File: src/verilog/decode_pkg.sv
// decode_pkg
// shared widths, opcode map, field format codes, class stamps and the
// instruction word type for the decode stage

package decode_pkg;

    // widths
    localparam int WORD_W    = 32;
    localparam int OP_W      = 6;
    localparam int REG_IDX_W = 5;
    localparam int NUM_REGS  = 32;
    localparam int STAMP_W   = 3;
    localparam int FMT_W     = 3;
    localparam int RIMM_W    = 11;              // register view immediate
    localparam int UIMM_W    = 21;              // upper view immediate

    // arithmetic and logic
    localparam logic [OP_W-1:0] OP_ADD  = 6'b000000;
    localparam logic [OP_W-1:0] OP_SUB  = 6'b000001;
    localparam logic [OP_W-1:0] OP_AND  = 6'b000010;
    localparam logic [OP_W-1:0] OP_OR   = 6'b000011;
    localparam logic [OP_W-1:0] OP_XOR  = 6'b000100;
    localparam logic [OP_W-1:0] OP_SLT  = 6'b000101;
    // immediate, upper immediate and memory
    localparam logic [OP_W-1:0] OP_ADDI = 6'b000110;
    localparam logic [OP_W-1:0] OP_ANDI = 6'b000111;
    localparam logic [OP_W-1:0] OP_ORI  = 6'b001000;
    localparam logic [OP_W-1:0] OP_LUI  = 6'b001001;
    localparam logic [OP_W-1:0] OP_LB   = 6'b001100;
    localparam logic [OP_W-1:0] OP_SB   = 6'b001101;
    // branch and jump
    localparam logic [OP_W-1:0] OP_BEQ  = 6'b001110;
    localparam logic [OP_W-1:0] OP_BNE  = 6'b001111;
    localparam logic [OP_W-1:0] OP_BLEZ = 6'b010000;
    localparam logic [OP_W-1:0] OP_BGTZ = 6'b010001;
    localparam logic [OP_W-1:0] OP_J    = 6'b010010;
    localparam logic [OP_W-1:0] OP_JAL  = 6'b010011;
    // shifts, multiply and divide
    localparam logic [OP_W-1:0] OP_SLL  = 6'b010110;
    localparam logic [OP_W-1:0] OP_SRL  = 6'b010111;
    localparam logic [OP_W-1:0] OP_SRA  = 6'b011000;
    localparam logic [OP_W-1:0] OP_SAL  = 6'b011001;
    localparam logic [OP_W-1:0] OP_MULT = 6'b011110;
    localparam logic [OP_W-1:0] OP_DIV  = 6'b011111;
    // float ops
    localparam logic [OP_W-1:0] OP_FADD = 6'b100000;
    localparam logic [OP_W-1:0] OP_FSUB = 6'b100001;
    localparam logic [OP_W-1:0] OP_FMUL = 6'b100010;
    localparam logic [OP_W-1:0] OP_FDIV = 6'b100011;
    localparam logic [OP_W-1:0] OP_FGT  = 6'b100100;
    localparam logic [OP_W-1:0] OP_FLT  = 6'b100101;
    localparam logic [OP_W-1:0] OP_FEQ  = 6'b100110;
    localparam logic [OP_W-1:0] OP_FNE  = 6'b100111;
    localparam logic [OP_W-1:0] OP_FSQR = 6'b101000;
    // moves
    localparam logic [OP_W-1:0] OP_MOV  = 6'b101010;
    localparam logic [OP_W-1:0] OP_NOT  = 6'b101100;

    // field formats
    localparam logic [FMT_W-1:0] FMT_NONE  = 3'd0;
    localparam logic [FMT_W-1:0] FMT_RRR   = 3'd1;   // rs rt rd
    localparam logic [FMT_W-1:0] FMT_RI    = 3'd2;   // rs rd imm11
    localparam logic [FMT_W-1:0] FMT_RD    = 3'd3;   // rs rd
    localparam logic [FMT_W-1:0] FMT_UPPER = 3'd4;   // rd_hi imm21
    localparam logic [FMT_W-1:0] FMT_MEM   = 3'd5;   // rs rd, address via rt
    localparam logic [FMT_W-1:0] FMT_JUMP  = 3'd6;   // rs only

    // class stamps
    localparam logic [STAMP_W-1:0] STAMP_ALU   = 3'b010;
    localparam logic [STAMP_W-1:0] STAMP_UPPER = 3'b110;
    localparam logic [STAMP_W-1:0] STAMP_MEM   = 3'b001;
    localparam logic [STAMP_W-1:0] STAMP_FLOW  = 3'b011;
    localparam logic [STAMP_W-1:0] STAMP_NONE  = 3'b111;

    // one instruction word, register view or upper immediate view
    typedef union packed {
        struct packed {
            logic [OP_W-1:0]      op;
            logic [REG_IDX_W-1:0] rs;
            logic [REG_IDX_W-1:0] rt;
            logic [REG_IDX_W-1:0] rd;
            logic [RIMM_W-1:0]    imm;
        } r;
        struct packed {
            logic [OP_W-1:0]      op;
            logic [REG_IDX_W-1:0] rd_hi;
            logic [UIMM_W-1:0]    imm;
        } u;
    } instr_word_t;

endpackage

File: src/verilog/op_classifier.sv
// op_classifier
// opcode table: gives each opcode its field format and class stamp,
// purely combinational

`timescale 1ns/1ps

module op_classifier (
    input  logic [decode_pkg::OP_W-1:0]    op,
    output logic [decode_pkg::FMT_W-1:0]   fmt,
    output logic [decode_pkg::STAMP_W-1:0] stamp
);
    import decode_pkg::*;

    always_comb begin
        fmt   = FMT_NONE;                       // unknown opcode
        stamp = STAMP_NONE;
        case (op)
            OP_ADD, OP_SUB, OP_AND, OP_OR, OP_XOR, OP_SLT: begin
                fmt   = FMT_RRR;
                stamp = STAMP_ALU;
            end
            OP_SLL, OP_SRL, OP_SRA, OP_SAL, OP_MULT, OP_DIV: begin
                fmt   = FMT_RRR;
                stamp = STAMP_ALU;
            end
            OP_FADD, OP_FSUB, OP_FMUL, OP_FDIV: begin
                fmt   = FMT_RRR;
                stamp = STAMP_ALU;
            end
            OP_FGT, OP_FLT, OP_FEQ, OP_FNE: begin
                fmt   = FMT_RRR;                // compare result lands in rd
                stamp = STAMP_ALU;
            end
            OP_ADDI, OP_ANDI, OP_ORI: begin
                fmt   = FMT_RI;
                stamp = STAMP_ALU;
            end
            OP_LUI: begin
                fmt   = FMT_UPPER;
                stamp = STAMP_UPPER;
            end
            OP_LB, OP_SB: begin
                fmt   = FMT_MEM;
                stamp = STAMP_MEM;
            end
            OP_BEQ, OP_BNE: begin
                fmt   = FMT_RRR;
                stamp = STAMP_FLOW;
            end
            OP_BLEZ, OP_BGTZ: begin
                fmt   = FMT_RD;                 // compare against zero, no rt
                stamp = STAMP_FLOW;
            end
            OP_J: begin
                fmt   = FMT_JUMP;
                stamp = STAMP_FLOW;
            end
            // JAL writes a link register, so it is classed with the ALU ops
            OP_JAL: begin
                fmt   = FMT_RD;
                stamp = STAMP_ALU;
            end
            OP_FSQR, OP_MOV, OP_NOT: begin
                fmt   = FMT_RD;                 // single source ops
                stamp = STAMP_ALU;
            end
            default: begin
                fmt   = FMT_NONE;
                stamp = STAMP_NONE;
            end
        endcase
    end

endmodule

File: src/verilog/reg_file.sv
// reg_file
// address registers read by LB/SB, one synchronous write port and one
// combinational read port

`timescale 1ns/1ps

module reg_file (
    input  logic                             clk,
    input  logic                             rst,
    input  logic                             wr_en,
    input  logic [decode_pkg::REG_IDX_W-1:0] wr_addr,
    input  logic [decode_pkg::WORD_W-1:0]    wr_data,
    input  logic [decode_pkg::REG_IDX_W-1:0] rd_addr,
    output logic [decode_pkg::WORD_W-1:0]    rd_data
);
    import decode_pkg::*;

    logic [WORD_W-1:0] regs [NUM_REGS];

    always_ff @(posedge clk) begin
        if (rst) begin
            for (int i = 0; i < NUM_REGS; i++) begin
                regs[i] <= '0;                  // all entries clear
            end
        end else if (wr_en) begin
            regs[wr_addr] <= wr_data;
        end
    end

    // read before write: same cycle read sees the old entry
    assign rd_data = regs[rd_addr];

endmodule

File: src/verilog/decode_stage.sv
// decode_stage
// pulls the fields out of the instruction word by format and holds the
// decoded record in an output register with a valid/ready handshake

`timescale 1ns/1ps

module decode_stage (
    input  logic                              clk,
    input  logic                              rst,
    input  decode_pkg::instr_word_t           instr,
    input  logic                              instr_valid,
    output logic                              instr_ready,
    input  logic [decode_pkg::FMT_W-1:0]      fmt,
    input  logic [decode_pkg::STAMP_W-1:0]    stamp,
    input  logic [decode_pkg::WORD_W-1:0]     rd_data,
    output logic [decode_pkg::OP_W-1:0]       out_op,
    output logic [decode_pkg::REG_IDX_W-1:0]  out_rs,
    output logic [decode_pkg::REG_IDX_W-1:0]  out_rt,
    output logic [decode_pkg::REG_IDX_W-1:0]  out_rd,
    output logic [decode_pkg::WORD_W-1:0]     out_imm,
    output logic [decode_pkg::WORD_W-1:0]     out_addr,
    output logic [decode_pkg::STAMP_W-1:0]    out_stamp,
    output logic                              out_valid,
    input  logic                              out_ready
);
    import decode_pkg::*;

    logic [OP_W-1:0]      nxt_op;
    logic [REG_IDX_W-1:0] nxt_rs;
    logic [REG_IDX_W-1:0] nxt_rt;
    logic [REG_IDX_W-1:0] nxt_rd;
    logic [WORD_W-1:0]    nxt_imm;
    logic [WORD_W-1:0]    nxt_addr;
    logic [STAMP_W-1:0]   nxt_stamp;
    logic                 load;

    // room when empty or when the held record leaves this cycle
    assign instr_ready = !out_valid || out_ready;
    assign load        = instr_valid && instr_ready;

    always_comb begin
        nxt_op    = instr.r.op;
        nxt_rs    = '0;                         // unused fields stay zero
        nxt_rt    = '0;
        nxt_rd    = '0;
        nxt_imm   = '0;
        nxt_addr  = '0;
        nxt_stamp = stamp;
        case (fmt)
            FMT_RRR: begin
                nxt_rs = instr.r.rs;
                nxt_rt = instr.r.rt;
                nxt_rd = instr.r.rd;
            end
            FMT_RI: begin
                nxt_rs  = instr.r.rs;
                nxt_rd  = instr.r.rd;
                nxt_imm = {{(WORD_W-RIMM_W){1'b0}}, instr.r.imm};
            end
            FMT_RD: begin
                nxt_rs = instr.r.rs;
                nxt_rd = instr.r.rd;
            end
            FMT_UPPER: begin
                nxt_rd  = instr.u.rd_hi;
                nxt_imm = {{(WORD_W-UIMM_W){1'b0}}, instr.u.imm};
            end
            FMT_MEM: begin
                nxt_rs   = instr.r.rs;
                nxt_rd   = instr.r.rd;
                nxt_addr = rd_data;             // register at index rt
            end
            FMT_JUMP: begin
                nxt_rs = instr.r.rs;
            end
            default: begin
                nxt_op    = '0;                 // invalid, stamp only
                nxt_stamp = STAMP_NONE;
            end
        endcase
    end

    always_ff @(posedge clk) begin
        if (rst) begin
            out_valid <= 1'b0;
            out_op    <= '0;
            out_rs    <= '0;
            out_rt    <= '0;
            out_rd    <= '0;
            out_imm   <= '0;
            out_addr  <= '0;
            out_stamp <= STAMP_NONE;
        end else if (load) begin
            out_valid <= 1'b1;
            out_op    <= nxt_op;
            out_rs    <= nxt_rs;
            out_rt    <= nxt_rt;
            out_rd    <= nxt_rd;
            out_imm   <= nxt_imm;
            out_addr  <= nxt_addr;
            out_stamp <= nxt_stamp;
        end else if (out_ready) begin
            out_valid <= 1'b0;                  // drained, nothing new
        end
    end

endmodule

File: src/verilog/instr_decoder.sv
// instr_decoder
// decode stage top: opcode classifier, address register file and the
// output register stage

`timescale 1ns/1ps

module instr_decoder (
    input  logic                              clk,
    input  logic                              rst,
    input  decode_pkg::instr_word_t           instr,
    input  logic                              instr_valid,
    output logic                              instr_ready,
    input  logic                              wr_en,
    input  logic [decode_pkg::REG_IDX_W-1:0]  wr_addr,
    input  logic [decode_pkg::WORD_W-1:0]     wr_data,
    output logic [decode_pkg::OP_W-1:0]       out_op,
    output logic [decode_pkg::REG_IDX_W-1:0]  out_rs,
    output logic [decode_pkg::REG_IDX_W-1:0]  out_rt,
    output logic [decode_pkg::REG_IDX_W-1:0]  out_rd,
    output logic [decode_pkg::WORD_W-1:0]     out_imm,
    output logic [decode_pkg::WORD_W-1:0]     out_addr,
    output logic [decode_pkg::STAMP_W-1:0]    out_stamp,
    output logic                              out_valid,
    input  logic                              out_ready
);
    import decode_pkg::*;

    logic [FMT_W-1:0]   fmt;
    logic [STAMP_W-1:0] stamp;
    logic [WORD_W-1:0]  rd_data;

    op_classifier u_classifier (
        .op    (instr.r.op),
        .fmt   (fmt),
        .stamp (stamp)
    );

    reg_file u_reg_file (
        .clk     (clk),
        .rst     (rst),
        .wr_en   (wr_en),
        .wr_addr (wr_addr),
        .wr_data (wr_data),
        .rd_addr (instr.r.rt),                  // LB/SB address index
        .rd_data (rd_data)
    );

    decode_stage u_stage (
        .clk         (clk),
        .rst         (rst),
        .instr       (instr),
        .instr_valid (instr_valid),
        .instr_ready (instr_ready),
        .fmt         (fmt),
        .stamp       (stamp),
        .rd_data     (rd_data),
        .out_op      (out_op),
        .out_rs      (out_rs),
        .out_rt      (out_rt),
        .out_rd      (out_rd),
        .out_imm     (out_imm),
        .out_addr    (out_addr),
        .out_stamp   (out_stamp),
        .out_valid   (out_valid),
        .out_ready   (out_ready)
    );

endmodule

File: config.mk
export PLATFORM = sky130hd
export DESIGN_NAME = instr_decoder
export DESIGN_NICKNAME = d
export VERILOG_FILES = /design/src/verilog/decode_pkg.sv /design/src/verilog/op_classifier.sv /design/src/verilog/reg_file.sv /design/src/verilog/decode_stage.sv /design/src/verilog/instr_decoder.sv
export SDC_FILE = /design/constraint.sdc
export NUM_CORES = 2
export LEC_CHECK = 0
export BUFFER_PORTS_ARGS = -buffer_cell sky130_fd_sc_hd__buf_2
export CORE_ASPECT_RATIO = 0.75
export CORE_UTILIZATION = 44
export CTS_CLUSTER_SIZE = 14
export DETAILED_ROUTE_END_ITERATION = 6
export GPL_ROUTABILITY_DRIVEN = 0
export PLACE_DENSITY = 0.57
export SYNTH_ARGS = -nofsm -noshare
export SYNTH_HDL_FRONTEND = slang
export SYNTH_SLANG_ARGS = --single-unit
File: constraint.sdc
create_clock -name clk -period 5.8 [get_ports clk]
set_clock_uncertainty 0.15 [all_clocks]
set_input_delay 0.29 -clock clk [delete_from_list [all_inputs] [get_ports clk]]
set_output_delay 0.29 -clock clk [all_outputs]
set_load 0.01 [all_outputs]
# Word-level counts from Yosys, hierarchy flattened

Memories as Yosys holds them, arrays and structs flattened.
Index checks and enable logic that the tools add are counted.

Eq/ne operators: 6
Mux-type cells: 17
Reduce and logical (&&, ||, !) cells: 8

Operators with widths:

| operator           | count |
|---|---|
| $mux 32            | 2 |
| $pmux 21 s2        | 1 |
| $reduce_or 32->1   | 1 |
| $mux 5             | 3 |
| $pmux 5 s2         | 1 |
| $eq 3x3->1 const B | 3 |
| $mux 1             | 8 |
| $eq 3x2->1 const B | 2 |
| $mux 6             | 1 |
| $reduce_or 6->1    | 1 |
| $reduce_or 5->1    | 1 |
| $reduce_or 4->1    | 1 |
| $eq 3x1->1 const B | 1 |
| $mux 3             | 1 |
| $reduce_bool 2->1  | 1 |
| $logic_and 1x1->1  | 1 |
| $logic_not 1->1    | 1 |
| $logic_or 1x1->1   | 1 |

Flip-flop bits (word level): 89
RAM bits: 1024
Memory bits (read-only): 384
Bits of input ports: 74
Output and inout port bits: 90
Word-level logic and storage cells: 41
Memories kept: 2

Memories:

| name            | depth | width | read ports | clocked after Yosys merged registers in | wr ports | RTL line            | source |
|---|---|---|---|---|---|---|---|
| u_reg_file.regs | 32    | 32    | 1          | 0                                       | 32       | reg_file.sv:18      | `logic [WORD_W-1:0] regs [NUM_REGS];` |
| (no name shown) | 64    | 6     | 1          | 0                                       | 0        | op_classifier.sv:17 | `case (op)` |

# Depth between registers and ports, before layout

Word-level depth: 5
Depth in mapped cells: 9
Mapped depth without buffers: 8

# Cells and area by module

Synthesis repeated with hierarchy kept, for this count alone.

Cell total of the unflattened synthesis: 3832
Area total of the unflattened synthesis: 50712.4 sq um

By module, submodules not included:

| module        | times used | cells each | area each (sq um) | seq. area each (sq um) |
|---|---|---|---|---|
| reg_file      | 1          | 3482       | 47548.1           | 30749.5 |
| decode_stage  | 1          | 313        | 2881.5            | 1561.5 |
| op_classifier | 1          | 37         | 282.8             | 0.0 |

# Worst setup path before layout

No wires, ideal clock.

Path kind: input to register
Start point: input port instr[28] (netlist name)
End point: register u_stage.out_addr[10] (netlist name)
Library setup time: 0.069 ns
Arrival: 2.308 ns
Required time: 5.581 ns
Setup slack: 3.273 ns
Stages on the path: 9
Buffers on the path: 2
Path through: buf_2 > inv_1 > ha_1 > nor4b_1 > a31oi_1 > or3_4 > or3_4 > buf_6 > o21ai_1

Word-level cells in the longest chain between the ends: 3

RTL lines:

| element                | RTL line            | source |
|---|---|---|
| start: declaration     | instr_decoder.sv:10 | `input decode_pkg::instr_word_t instr,` |
| $mem_v2 64x6           | --                  |  |
| $eq 3x3->1             | decode_stage.sv:49  | `case (fmt)` |
| $mux 32                | decode_stage.sv:49  |  |
| end signal: assignment | decode_stage.sv:100 | `out_addr <= nxt_addr;` |
| end: declaration       | decode_stage.sv:21  | `output logic [decode_pkg::WORD_W-1:0] out_addr,` |

No other way between the ends.
A chain may end at the register's enable or synchronous reset.

# Final worst setup path

Start point: input port instr[27] (netlist name)
End point: register u_stage.out_rd[3] (netlist name)

Word-level cells in the longest chain between the ends: 4
Elaborated cells on any way between the ends: 8
Classes of those cells: 5 x eq/ne; 1 x mux; 1 x reduce/logical; 1 x memory

RTL lines:

| element                            | RTL line           | source |
|---|---|---|
| $mem_v2 64x6 *                     | --                 |  |
| $eq 3x1->1 (tied with other cells) | decode_stage.sv:49 |  |
| $reduce_or 4->1 (no line)          | --                 |  |
| $pmux 5 s2 *                       | decode_stage.sv:49 |  |
| end signal: assignment             | decode_stage.sv:98 | `out_rd <= nxt_rd;` |
| end: declaration                   | decode_stage.sv:19 | `output logic [decode_pkg::REG_IDX_W-1:0] out_rd,` |

Mark *: on every way between the ends. The rest lies on a longest branch, timed or not.

==> impl_metrics.py <==
metrics = {
    "outcome": {
        "outcome": "completed",
    },
    "sta": {
        "relSlewSlack": 0.134,
        "fin_crit_sh": 0.581,
        "final.setup.tns_ns": 0,
        "setup_viol": 0,
        "tightestPinTransition_ns": 1.30,
        "drv_slew": 0,
        "rsz0062_at_grt": "no",
        "hold_viol": 0,
        "finalCriticalPeriod_ns": 3.37,
        "holdWs_ns": 0.174,
        "fmax_mhz": 297,
    },
    "layout": {
        "fin_area_um2": 54800,
        "nets": 3416,
        "syn2layout_area_growth_pct": 11.5,
        "drive_gt1_frac": 0.203,
        "fillers": 9239,
        "fin_util": 0.498,
    },
    "detailed_routing": {
        "wl_um": 151000,
        "topRoutingLayerUsed": "met5",
        "met1_length_um": 65200,
        "drc": 0,
        "ant_nets": 0,
        "dr.pass1.iters": 6,
        "via_per_inst": 5.89,
        "drtIter0Drc": 3592,
        "wl_met3_um": 16500,
        "wl_per_cell_um": 31.1,
        "wl_met2_um": 67000,
        "vias": 28692,
    },
    "synth": {
        "yosys_warnings": 0,
        "syn_area_um2": 49200,
        "synth.distinct_cells": 56,
        "synthAdderAreaFrac": 0.00148,
        "yosysSeqAreaShare": 0.657,
        "syn_inst": 3285,
        "synth_edf_count": 1024,
        "synth_compound_area_frac": 0.0341,
        "synth_simple_gate_area_frac": 0.153,
        "synthMuxAreaShare": 0.118,
        "ys_async_sr_fraction": 0,
        "ys.flop_type": "edfxtp_1",
        "synth_top_family_by_area": "simple AND/OR/NAND/NOR gates",
        "avgSynthCellArea_um2": 15.0,
        "ys_ff_latch": 1102,
        "synth_xor_area_frac": 0,
    },
    "power_and_ir_drop": {
        "peakVddDrop_v": 0.000270,
        "p_seq_frac": 0.531,
        "p_comb_frac": 0.074,
        "switching_power_uw": 4010,
        "power.share.switching": 0.232,
        "powerDensity_nw_per_um2": 316,
        "internal_power_uw": 13300,
        "power_uw": 17300,
        "leakage_uw": 0.0195,
        "pwr-share-clk": 0.395,
    },
    "worst_setup_path": {
        "worstSetupPathType": "in -> reg",
        "required_ns": 6.30,
        "cp_data_arrival_time_ns": 3.87,
        "worstPathMaxFanout": 11,
        "start_kind": "input pin",
        "cpMaxStageDelayCell": "dlygate4sd3_1",
        "critPathCaptureType": "flip-flop",
        "crit_chain": "dlygate4sd3_1, buf_2, inv_1, ha_1, nor4b_1, a31o_2, o31a_1, a21boi_1, o2bb2ai_1, dlygate4sd3_1",
        "cpMostUsedCell": "dlygate4sd3_1",
        "critPathMaxStageDelay_ns": 0.57,
    },
    "die": {
        "ios": 164,
        "core.rowCount": 105,
        "die-area_um2": 113000,
        "start_util": 0.447,
        "core_area_um2": 110000,
        "die_y_um": 292,
        "die_x_um": 388,
    },
    "clock_network": {
        "worstSkewPairLatency_ns": 0.71,
        "clkTransAtPathRegs_ns": 0.06,
        "ctsResizeCount": 0,
        "ctsRootBufferMaster": "clkbuf_16",
        "cts_tree": "built",
        "htree_num_levels": 3,
        "clock_sinks": 1102,
        "numCtsBuffers": 108,
        "clk_path_buf_depth": 3,
    },
    "job": {
        "cap_violations": 0,
    },
    "placed_design": {
        "dpl-instance-area_um2": 51100,
        "port_buffers": 152,
        "hpwl_um": 90500,
    },
    "global_routing": {
        "grt_pass1_vias": 28112,
        "grt_pass1_wl_um": 213000,
        "grt_max_degree": 80,
        "antenna_found_initial": 21,
        "grt_remaining_overflow": 0,
        "track_usage": 0.267,
    },
    "worst_hold_path": {
        "hp-class": "in -> reg",
    },
}
-- per-layer routing --
layer,vias up,global-route usage
li1,12001,-
met1,15102,0.399
met2,1413,0.396
met3,172,0.0695
met4,4,0.0513
met5,-,0
-- cell type report --
class | instances | area, um^2 | area share
antenna | 3 | 7.51 | 0.000137
clock buffer | 141 | 2900 | 0.0529
clock inverter | 56 | 434 | 0.00792
inverter | 133 | 499 | 0.00910
multi-input combinational | 1744 | 15200 | 0.278
sequential | 1102 | 32300 | 0.589
tap | 1444 | 1810 | 0.0329
timing repair buffer | 248 | 1640 | 0.0299
-- flip-flops by register name, indices dropped and copies added (netlist names) --
name	flops
u_stage.out_rt	5
u_reg_file.regs	1024
u_stage.out_imm	21
u_stage.out_valid	1
u_stage.out_rd	5
u_stage.out_addr	32
u_stage.out_op	6
u_stage.out_rs	5
u_stage.out_stamp	3
-- power groups by stage --
stage	clock [uW]	sequential [uW]	combinational, uW
finish	6830	9200	1270
global route	7200	9230	1340
CTS	6900	9200	1280
detailed placement	0	9370	1260
global placement	0	9340	1250
floorplan	0	9310	751
-- placed cells by master, fill, tap and decap left out, drive strengths merged, types with 10 or more instances in the layout --
cell,netlist,final
a22o,86,86
a22oi,15,15
and2,1025,1025
buf,54,212
clkbuf,262,142
clkinv,0,42
conb,1,11
dfxtp,78,78
dlygate4sd3,0,35
edfxtp,1024,1024
inv,133,137
mux4,256,256
nand2,45,45
nor2,54,54
nor4,34,34
o21ai,41,41
o22ai,64,64
or2,32,32
or3,10,10
-- critical path: cells and delay by family --
kind / cells / cell delay [ns]
buffers and inverters: 4 / 1.51
AO/OA/AOI/OAI: 4 / 1.23
AND/OR/NAND/NOR: 1 / 0.50
adder cells (fa/ha/maj): 1 / 0.34
-- synthesized netlist by cell type, types with 5 or more instances --
| master | n | share of area |
|---|---|---|
| nor2_1 | 54 | 0.0041 |
| edfxtp_1 | 1024 | 0.63 |
| nand2_1 | 45 | 0.0034 |
| mux4_2 | 256 | 0.12 |
| clkbuf_1 | 262 | 0.020 |
| ha_1 | 5 | 0.0013 |
| o21ai_0 | 10 | 0.0010 |
| or2_2 | 32 | 0.0041 |
| a22oi_1 | 15 | 0.0023 |
| buf_4 | 11 | 0.0017 |
| inv_1 | 132 | 0.010 |
| dfxtp_1 | 78 | 0.032 |
| buf_2 | 28 | 0.0028 |
| o21ai_1 | 31 | 0.0032 |
| o22ai_1 | 64 | 0.0081 |
| nor3_1 | 6 | 0.00061 |
| and2_1 | 1025 | 0.13 |
| buf_1 | 11 | 0.00084 |
| a21oi_1 | 6 | 0.00061 |
| or3_1 | 7 | 0.00089 |
| a22o_1 | 86 | 0.015 |
| o2bb2ai_1 | 5 | 0.00089 |
| nor4_1 | 33 | 0.0042 |
-- final timing paths --
check	endpoint	depth (start not counted)	startpoint	slack [ns]
worst max-delay path	u_stage.out_rd[3]	10	instr[27]	2.43
worst min-delay path	u_stage.out_imm[0]	3	instr[0]	0.17
worst max register to register	u_stage.out_addr[15]	7	u_stage.out_valid	2.80
worst min register to register	u_stage.out_rt[4]	2	u_stage.out_rt[4]	0.31
-- per-stage QoR --
step | cells | setup WS, ns
2_1_floorplan | 3295 | 3.27
3_3_place_gp | 4636 | 2.04
3_5_place_dp | 4636 | 1.97
4_1_cts | 4868 | 2.61
5_1_grt | 4868 | 2.27
6_report | 4871 | 2.43
-- repair_timing --
item / in CTS / in global routing
hold buffers: 35 / 0
buffers inserted: 0 / 0
endpoints found under the setup margin: 0 / 0
endpoints found under the hold margin: 38 / 0
-- cell families (layout without fill, tap and decap cells) --
group | after synthesis | count (layout)
flops | 1102 | 1102
other cells | 1 | 14
mux | 259 | 259
compound gates | 231 | 231
simple gates | 1237 | 1237
fa+ha+maj | 6 | 6
buf+inv | 449 | 578
Note: power is estimated with default switching activity, not from simulation.
